### src/design/lsu_config.svh
// load/store unit parameters
`ifndef LSU_CONFIG_SVH
`define LSU_CONFIG_SVH

// data and address width
`define LSU_XLEN 32

// register file address width
`define LSU_REG_AW 5

// commit id width
`define LSU_CID_W 4

// loads that may wait for data at once
`define LSU_LQ_DEPTH 4

`endif
### src/design/mem_bus_pkg.sv
// memory bus channel types
`include "lsu_config.svh"

package mem_bus_pkg;

    // one strobe bit per data byte
    localparam int STRB_W = `LSU_XLEN / 8;

    // read address channel
    typedef struct packed {
        logic                  valid;
        logic [`LSU_XLEN-1:0]  addr;
    } ar_t;

    // write address and data, taken together
    typedef struct packed {
        logic                  valid;
        logic [`LSU_XLEN-1:0]  addr;
        logic [`LSU_XLEN-1:0]  data;
        logic [STRB_W-1:0]     strb;
    } aw_w_t;

    // read data channel, always accepted
    typedef struct packed {
        logic                  valid;
        logic [`LSU_XLEN-1:0]  data;
    } r_t;

endpackage

### src/design/lsu_pkg.sv
// core side load/store types
`include "lsu_config.svh"

package lsu_pkg;

    // memory opcodes, NONE for an idle slot
    typedef enum logic [3:0] {
        NONE = 4'd0,
        LB   = 4'd1,
        LH   = 4'd2,
        LW   = 4'd3,
        LBU  = 4'd4,
        LHU  = 4'd5,
        SB   = 4'd6,
        SH   = 4'd7,
        SW   = 4'd8
    } mem_op_e;

    // one memory instruction from the core
    typedef struct packed {
        mem_op_e                 op;
        logic [`LSU_XLEN-1:0]    base;
        logic [`LSU_XLEN-1:0]    offset;
        logic [`LSU_XLEN-1:0]    store_data;
        logic [`LSU_REG_AW-1:0]  rd;
        logic [`LSU_CID_W-1:0]   commit_id;
    } lsu_req_t;

    // context kept for a load until its data returns
    typedef struct packed {
        mem_op_e                 op;
        logic [1:0]              byte_off;
        logic [`LSU_REG_AW-1:0]  rd;
        logic [`LSU_CID_W-1:0]   commit_id;
    } load_tag_t;

    // register writeback
    typedef struct packed {
        logic                    we;
        logic [`LSU_REG_AW-1:0]  rd;
        logic [`LSU_XLEN-1:0]    data;
        logic [`LSU_CID_W-1:0]   commit_id;
    } wb_t;

endpackage

### src/design/lsu_top.sv
// load/store unit top level
`timescale 1ns/1ps

module lsu_top (
    input  logic                 clk,
    input  logic                 rst_n,
    input  lsu_pkg::lsu_req_t    req_i,
    input  logic                 req_valid_i,
    input  logic                 ar_ready_i,
    input  logic                 aw_ready_i,
    input  logic                 w_ready_i,
    input  mem_bus_pkg::r_t      r_i,
    output mem_bus_pkg::ar_t     ar_o,
    output mem_bus_pkg::aw_w_t   aw_w_o,
    output lsu_pkg::wb_t         wb_o,
    output logic                 mem_stall_o
);
    import lsu_pkg::*;

    // issue to queue
    logic       lq_push;
    load_tag_t  lq_tag;
    logic       lq_full;

    // queue to aligner
    load_tag_t  lq_head;
    logic       lq_head_valid;
    logic       lq_pop;

    lsu_issue u_issue (
        .req_i       (req_i),
        .req_valid_i (req_valid_i),
        .ar_ready_i  (ar_ready_i),
        .aw_ready_i  (aw_ready_i),
        .w_ready_i   (w_ready_i),
        .lq_full_i   (lq_full),
        .ar_o        (ar_o),
        .aw_w_o      (aw_w_o),
        .push_o      (lq_push),
        .tag_o       (lq_tag),
        .mem_stall_o (mem_stall_o)
    );

    load_tag_queue u_queue (
        .clk          (clk),
        .rst_n        (rst_n),
        .push_i       (lq_push),
        .tag_i        (lq_tag),
        .pop_i        (lq_pop),
        .full_o       (lq_full),
        .head_o       (lq_head),
        .head_valid_o (lq_head_valid)
    );

    load_align u_align (
        .r_i          (r_i),
        .head_i       (lq_head),
        .head_valid_i (lq_head_valid),
        .pop_o        (lq_pop),
        .wb_o         (wb_o)
    );

endmodule

### src/design/load_align.sv
// load data alignment and writeback
`timescale 1ns/1ps
`include "lsu_config.svh"

module load_align (
    input  mem_bus_pkg::r_t     r_i,
    input  lsu_pkg::load_tag_t  head_i,
    input  logic                head_valid_i,
    output logic                pop_o,
    output lsu_pkg::wb_t        wb_o
);
    import lsu_pkg::*;

    logic                  fire;
    logic [7:0]            byte_sel;
    logic [15:0]           half_sel;
    logic [`LSU_XLEN-1:0]  ld_data;

    // data without a waiting tag is dropped
    assign fire  = r_i.valid && head_valid_i;
    assign pop_o = fire;

    // lane picked by the low address bits
    assign byte_sel = r_i.data[{head_i.byte_off, 3'b000} +: 8];
    assign half_sel = r_i.data[{head_i.byte_off[1], 4'b0000} +: 16];

    always_comb begin
        case (head_i.op)
            LB:      ld_data = {{(`LSU_XLEN - 8){byte_sel[7]}}, byte_sel};
            LBU:     ld_data = {{(`LSU_XLEN - 8){1'b0}}, byte_sel};
            LH:      ld_data = {{(`LSU_XLEN - 16){half_sel[15]}}, half_sel};
            LHU:     ld_data = {{(`LSU_XLEN - 16){1'b0}}, half_sel};
            LW:      ld_data = r_i.data;
            default: ld_data = '0;
        endcase
    end

    assign wb_o.we        = fire;
    assign wb_o.rd        = head_i.rd;
    assign wb_o.data      = ld_data;
    assign wb_o.commit_id = head_i.commit_id;

endmodule

### src/design/load_tag_queue.sv
// pending load tag queue
`timescale 1ns/1ps
`include "lsu_config.svh"

module load_tag_queue (
    input  logic                clk,
    input  logic                rst_n,
    input  logic                push_i,
    input  lsu_pkg::load_tag_t  tag_i,
    input  logic                pop_i,
    output logic                full_o,
    output lsu_pkg::load_tag_t  head_o,
    output logic                head_valid_o
);
    import lsu_pkg::*;

    localparam int DEPTH = `LSU_LQ_DEPTH;
    localparam int PTR_W = $clog2(DEPTH);
    localparam int CNT_W = $clog2(DEPTH + 1);

    load_tag_t          tags [DEPTH];
    logic [PTR_W-1:0]   wr_ptr;
    logic [PTR_W-1:0]   rd_ptr;
    logic [CNT_W-1:0]   count;
    logic               do_push;
    logic               do_pop;

    assign full_o       = (count == CNT_W'(DEPTH));
    assign head_valid_o = (count != '0);
    assign head_o       = tags[rd_ptr];

    assign do_push = push_i && !full_o;
    assign do_pop  = pop_i && head_valid_o;

    // tag storage
    always_ff @(posedge clk) begin
        if (do_push) begin
            tags[wr_ptr] <= tag_i;
        end
    end

    // pointers wrap at the last slot
    always_ff @(posedge clk or negedge rst_n) begin
        if (!rst_n) begin
            wr_ptr <= '0;
            rd_ptr <= '0;
            count  <= '0;
        end else begin
            if (do_push) begin
                wr_ptr <= (wr_ptr == PTR_W'(DEPTH - 1)) ? '0 : wr_ptr + 1'b1;
            end
            if (do_pop) begin
                rd_ptr <= (rd_ptr == PTR_W'(DEPTH - 1)) ? '0 : rd_ptr + 1'b1;
            end
            // simultaneous push and pop leaves the count alone
            case ({do_push, do_pop})
                2'b10:   count <= count + 1'b1;
                2'b01:   count <= count - 1'b1;
                default: count <= count;
            endcase
        end
    end

endmodule

### src/design/lsu_issue.sv
// load/store request issue
`timescale 1ns/1ps
`include "lsu_config.svh"

module lsu_issue (
    input  lsu_pkg::lsu_req_t     req_i,
    input  logic                  req_valid_i,
    input  logic                  ar_ready_i,
    input  logic                  aw_ready_i,
    input  logic                  w_ready_i,
    input  logic                  lq_full_i,
    output mem_bus_pkg::ar_t      ar_o,
    output mem_bus_pkg::aw_w_t    aw_w_o,
    output logic                  push_o,
    output lsu_pkg::load_tag_t    tag_o,
    output logic                  mem_stall_o
);
    import lsu_pkg::*;

    logic [`LSU_XLEN-1:0]   addr;
    logic [1:0]             byte_off;
    logic                   is_load;
    logic                   is_store;
    logic [`LSU_XLEN-1:0]   st_data;
    logic [`LSU_XLEN/8-1:0] st_strb;

    assign addr     = req_i.base + req_i.offset;
    assign byte_off = addr[1:0];

    // classify the request
    assign is_load  = req_valid_i && (req_i.op inside {LB, LH, LW, LBU, LHU});
    assign is_store = req_valid_i && (req_i.op inside {SB, SH, SW});

    // move store data into the addressed lane
    always_comb begin
        st_data = '0;
        st_strb = '0;
        case (req_i.op)
            SB: begin
                st_data = `LSU_XLEN'(req_i.store_data[7:0]) << {byte_off, 3'b000};
                st_strb = 4'b0001 << byte_off;
            end
            SH: begin
                st_data = `LSU_XLEN'(req_i.store_data[15:0]) << {byte_off[1], 4'b0000};
                st_strb = byte_off[1] ? 4'b1100 : 4'b0011;
            end
            SW: begin
                st_data = req_i.store_data;
                st_strb = 4'b1111;
            end
            default: begin
                st_data = '0;
                st_strb = '0;
            end
        endcase
    end

    // read address, held back while the tag queue has no room
    assign ar_o.valid = is_load && !lq_full_i;
    assign ar_o.addr  = addr;

    // address and data go out as one transfer
    assign aw_w_o.valid = is_store;
    assign aw_w_o.addr  = addr;
    assign aw_w_o.data  = st_data;
    assign aw_w_o.strb  = st_strb;

    // a tag enters the queue in the load's address handshake cycle
    assign push_o            = ar_o.valid && ar_ready_i;
    assign tag_o.op          = req_i.op;
    assign tag_o.byte_off    = byte_off;
    assign tag_o.rd          = req_i.rd;
    assign tag_o.commit_id   = req_i.commit_id;

    // core holds the request while this is high
    assign mem_stall_o = (is_load && (lq_full_i || !ar_ready_i)) ||
                         (is_store && (!aw_ready_i || !w_ready_i));

endmodule

### config.mk
export PLATFORM = sky130hd
export DESIGN_NAME = lsu_top
export DESIGN_NICKNAME = d
export VERILOG_FILES = /design/src/design/mem_bus_pkg.sv /design/src/design/lsu_pkg.sv /design/src/design/lsu_top.sv /design/src/design/load_align.sv /design/src/design/load_tag_queue.sv /design/src/design/lsu_issue.sv
export VERILOG_INCLUDE_DIRS = /design/src /design/src/design
export SDC_FILE = /design/constraint.sdc
export NUM_CORES = 1
export LEC_CHECK = 0
export ABC_CLOCK_PERIOD_IN_PS = 3950
export BUFFER_PORTS_ARGS = -buffer_cell sky130_fd_sc_hd__buf_2
export CELL_PAD_IN_SITES_DETAIL_PLACEMENT = 0
export CELL_PAD_IN_SITES_GLOBAL_PLACEMENT = 1
export CORE_ASPECT_RATIO = 1.4
export CORE_MARGIN = 10
export CORE_UTILIZATION = 30
export DETAILED_ROUTE_END_ITERATION = 16
export PLACE_DENSITY = 0.79
export SLEW_MARGIN = 40
export SYNTH_ARGS = -nofsm -noshare
export SYNTH_HDL_FRONTEND = slang
export SYNTH_SLANG_ARGS = --single-unit
### constraint.sdc
create_clock -name clk -period 3.95 [get_ports clk]
set_clock_uncertainty 0.1 [all_clocks]
set_input_delay 0.79 -clock clk [delete_from_list [all_inputs] [get_ports clk]]
set_output_delay 0.79 -clock clk [all_outputs]
set_load 0.1 [all_outputs]
Word level (Yosys, flattened, before mapping) --
Memories as Yosys holds them, arrays and structs flattened. Index checks and enable logic that the tools add are counted.
Storage, ports and cells: bits of input ports 148, logic and storage cells 61, bits in writable memories 60, memories kept 1, flip-flop bits (word level) 7, output and inout port bits 145
Operators by class: mux-type cells 9, equality and inequality tests 18, add/sub/neg operators 5, shift operators 5, reduce and logical (&&, ||, !) cells 20
Memories:
- u_queue.tags | words 4, bits a word 15, rd ports 1, clocked after Yosys merged registers in 0, wr ports 1, line load_tag_queue.sv:21 | load_tag_t tags [DEPTH];
Operators by type and width (count):
- 32-bit one-hot mux with 5 select lines | 1
- 32-bit one-hot mux with 3 select lines | 1
- 32-bit adder | 1
- 32-bit by 6-bit variable part select with 16-bit output | 1
- 32-bit by 6-bit variable part select with 8-bit output | 1
- 16-bit by 5-bit << shifter with 32-bit output | 1
- 8-bit by 5-bit << shifter with 32-bit output | 1
- 4-bit by 3-bit == test with 1-bit output (second input constant) | 6
- 4-bit by 2-bit == test with 1-bit output (second input constant) | 4
- 4-bit one-hot mux with 3 select lines | 1
- 1-bit logical AND | 9
- 4-bit by 1-bit == test with 1-bit output (second input constant) | 2
- 2-bit == test (second input constant) | 3
- 3-bit one-hot mux with 2 select lines | 1
- 3-bit nonzero test | 2
- 5-bit nonzero test | 1
- 2-bit by 1-bit adder with 2-bit output (second input constant) | 2
- 4-bit == test (second input constant) | 1
- 1-bit zero test | 4
- 2-bit two-way mux | 2
- 4-bit two-way mux | 1
- 1-bit by 2-bit << shifter with 4-bit output (first input constant) | 1
- 3-bit by 1-bit adder with 3-bit output (second input constant) | 1
- 3-bit == test (second input constant) | 1
- other kinds (5) | 8

Logic depth before layout (Yosys ltp) --
depth after elaboration 8, mapped depth 11, mapped depth without buffers 11

Cells and area by module --
From an unflattened synthesis, not the netlist that was laid out.
Unflattened totals: cells, all modules 585, area total of the unflattened synthesis 6015.8 um^2
By module, submodules not included:
- load_tag_queue | instances 1, cells an instance 119, area an instance 2660.1 um^2, seq. area each 1976.9 um^2
- lsu_issue | instances 1, cells an instance 348, area an instance 2489.9 um^2, seq. area each 0.0 um^2
- load_align | instances 1, cells an instance 118, area an instance 865.8 um^2, seq. area each 0.0 um^2

Worst setup path before layout --
No wires, ideal clock.
kind input to output, start input port req_i[41] in the netlist's numbering, end output port aw_w_o[62] in the netlist's numbering, setup slack -1793 ps, arrival 4853 ps, path buffers 1, required time 3060 ps, cell stages on the path 10, path through ha_1 fa_1 a21o_1 a221o_1 o311a_1 o21ai_1 o21bai_1 a211o_1 a21oi_1 buf_4
RTL lines:
- from (decl) | line lsu_top.sv:7 | input lsu_pkg::lsu_req_t req_i,
- to (decl) | line lsu_top.sv:14 | output mem_bus_pkg::aw_w_t aw_w_o,

==> flow_metrics.env <==
export IMPL_status="finished with violations"
export IMPL_violations="negative setup slack"
export IMPL_clkLatencyLatePin_ns=0.32
export IMPL_leakage_uw=0.004659
export IMPL_dr_pass1_iters=5
export IMPL_netlist_area_sq_mm=0.005603
export IMPL_row_count=59
export IMPL_cap_violations=0
export IMPL_relSlewSlack=0.4665
export IMPL_path_clk_slew_ns=0.05
export IMPL_dp_hpwl_um=18230
export IMPL_grt_first_pass_wirelength_um=33630
export IMPL_synth_largest_area_cell="edfxtp_1"
export IMPL_finalHoldViolations=0
export IMPL_cp_common_cell="buf_6"
export IMPL_cts_hold_buf=0
export IMPL_wirelength_um=21500
export IMPL_crit_path_top_delay_cell="fa_2"
export IMPL_ir_worst_vdd_mv=0.3599
export IMPL_via_per_inst=4.963
export IMPL_grt_pass1_vias=6212
export IMPL_synth_top_cells_by_count="nand2_1 (69), edfxtp_1 (60), a21oi_1 (38)"
export IMPL_die_height_um=181.7
export IMPL_area_growth_syn_to_layout_pct=87.92
export IMPL_setup_worst_path_start_class="primary input"
export IMPL_synth_top_cell_area_share=0.3216
export IMPL_comb_power_share=0.787
export IMPL_drc=0
export IMPL_syn_nets=763
export IMPL_layout_setup_ws_ns=-0.1941
export IMPL_finalCritPeriodShare=1.049
export IMPL_clockPowerShare=0.092
export IMPL_fin_util=0.5705
export IMPL_hold_class="in2async"
export IMPL_detail_route_wl_per_cell_um=18.62
export IMPL_p_total_uw=7509
export IMPL_p_sw_uw=4295
export IMPL_power_density_mw_per_mm2=713.2
export IMPL_worstPathRequired_ns=3.06
export IMPL_layout_drive_gt1_share=0.5807
export IMPL_end_kind="output pin"
export IMPL_cts_path_max_buffers=2
export IMPL_core_area_sq_mm=0.01846
export IMPL_die_x_um=135.5
export IMPL_finalInstanceArea_sq_mm=0.01053
export IMPL_drtAntennaViolNets=0
export IMPL_placement_io_buffers=292
export IMPL_cts_sinks=67
export IMPL_synth_flop_cell="edfxtp_1"
export IMPL_synth_edf_count=60
export IMPL_ys_types=62
export IMPL_yosys_warnings=0
export IMPL_grt_max_degree=18
export IMPL_start_util=0.3036
export IMPL_synthArstFlopShare=0.1045
export IMPL_rsz0062_at_grt="true"
export IMPL_path_cells="buf_6, ha_4, fa_2, a21o_1, a221o_1, buf_4, o211ai_1, a31oi_4, a21boi_4, buf_6, o31ai_4, a21oi_4, buf_12"
export IMPL_dieArea_sq_mm=0.02462
export IMPL_vias=5732
export IMPL_cell_internal_pwr_uw=3214
export IMPL_antenna_found_initial=0
export IMPL_fmax_ghz=0.2413
export IMPL_setup_violations=20
export IMPL_place_inst=1131
export IMPL_finalCriticalPeriod_ns=4.144
export IMPL_crit_fanout=3
export IMPL_synth_seq_area_share=0.3528
export IMPL_ys_seq_elements=67
export IMPL_track_usage=0.1691
export IMPL_switching_share=0.5720
export IMPL_initialDrtViolationCount=243
export IMPL_avgSynthCellArea_sq_um=9.727
export IMPL_path_class="in2out"
export IMPL_netlist_instances=576
export IMPL_diodes=0
export IMPL_synthTopCellsByArea="edfxtp_1 (32%), ha_1 (8.3%), mux4_2 (5.2%), nand2_1 (4.6%), buf_4 (4.6%)"
export IMPL_slowest_delay_ns=0.34
export IMPL_cts_root_buf="clkbuf_16"
export IMPL_place_area_sq_mm=0.009967
export IMPL_slew_violations=0
export IMPL_io_pins=293
export IMPL_crit_arrival_ns=3.25
export IMPL_p_seq_frac=0.122
export IMPL_gp_congestion=0.8956
export IMPL_cts_max_level=3
export IMPL_overflow=0
export IMPL_cts_made_buffers=9
export IMPL_setup_tns_ns=-2.345
export IMPL_worstMarginPinSlew_ns=0.8003
export IMPL_tritoncts="done"
export IMPL_synth_most_common_cell="nand2_1"
export IMPL_nets=1093
export IMPL_final_cells=1155
-- layout make-up --
cell class              count  area (sq um)
repair buffers            373          3775
multi-input cells         425          4091
well taps                 244         305.3
clock buffers              11         232.7
inverters                  30         116.4
fillers                  1569          7926
clock inverters             5         30.03
flip-flops and latches     67          1978
-- kinds of logic (layout without fill, tap and decap cells) --
logic type      Yosys count  in the layout  share of synthesized area
simple gates            173            173                     0.1476
compound gates          160            160                     0.2052
buf+inv                  84            419                    0.08129
flops                    67             67                     0.3528
fa+ha+maj                40             40                    0.09178
xor+xnor                 31             31                    0.04846
mux                      21             21                    0.07280
-- through the flow --
stage	setup WS, ns	hold slack [ns]
6_report	-0.1941	0.1986
4_1_cts	-0.3117	0.1875
2_1_floorplan	-0.6331	0.3849
3_5_place_dp	-0.4150	0.4293
5_1_grt	-0.2988	0.1942
3_3_place_gp	-0.3780	0.4196
-- placed cells by master, fill, tap and decap left out, drive strengths merged, types with 9 or more instances in the layout --
| master | count |
|---|---|
| nand3 | 12 |
| and2 | 9 |
| o21ai | 25 |
| a22o | 15 |
| a221o | 10 |
| nor2b | 11 |
| mux4 | 15 |
| inv | 29 |
| a21oi | 39 |
| buf | 373 |
| nor3 | 16 |
| xor2 | 14 |
| xnor2 | 17 |
| edfxtp | 60 |
| nor2 | 31 |
| nand2 | 69 |
| clkbuf | 11 |
| ha | 37 |
| a21o | 17 |
| a222oi | 15 |
-- worst paths after layout --
| kind | from | end | slack, ns | cells after the start |
|---|---|---|---|---|
| worst max-delay path | req_i[73] | aw_w_o[60] | -0.19 | 13 |
| worst min-delay path | rst_n | u_queue.count[0] | 0.20 | 1 |
| worst max register to register | u_queue.count[0] | u_queue.tags[3][8] | 1.73 | 5 |
| worst min register to register | u_queue.count[0] | u_queue.count[0] | 0.43 | 1 |
| max in group asynchronous | rst_n | u_queue.rd_ptr[0] | 3.38 | 1 |
| min in group clk | u_queue.count[0] | u_queue.count[0] | 0.43 | 1 |
-- per-layer routing --
| metal | GRT usage | vias up | part of all wire |
|---|---|---|---|
| met4 | 0.02677 | 0 | 0.0063 |
| met5 | 0 | - | 0 |
| met2 | 0.3250 | 182 | 0.57 |
| met1 | 0.1838 | 2741 | 0.37 |
| met3 | 0.03785 | 12 | 0.057 |
| li1 | - | 2797 | - |
-- repair_timing --
| action | CTS | global route |
|---|---|---|
| resized for setup | 31 | 13 |
| setup endpoints to repair | 41 | 55 |
| pin swaps | 26 | 10 |
| buffers inserted | 8 | 2 |
-- power by group through the flow --
stage / combinational (uW) / clock (uW) / sequential [uW]
finish: 5910 / 688 / 915
global route: 6120 / 736 / 928
global placement: 5840 / 0 / 924
floorplan: 4250 / 0 / 879
CTS: 5920 / 707 / 917
detailed placement: 5860 / 0 / 927
-- sequential cells by signal, summed over array words and instances (netlist names) --
| register | cells |
|---|---|
| u_queue.count | 3 |
| u_queue.rd_ptr | 2 |
| u_queue.tags | 60 |
| u_queue.wr_ptr | 2 |
-- worst max-delay path, delay by kind of cell --
kind	cells	cell delay (ns)
buf+inv	4	0.60
fa+ha+maj	2	0.50
compound gates	7	1.34
(Power assumes the default switching activity.)
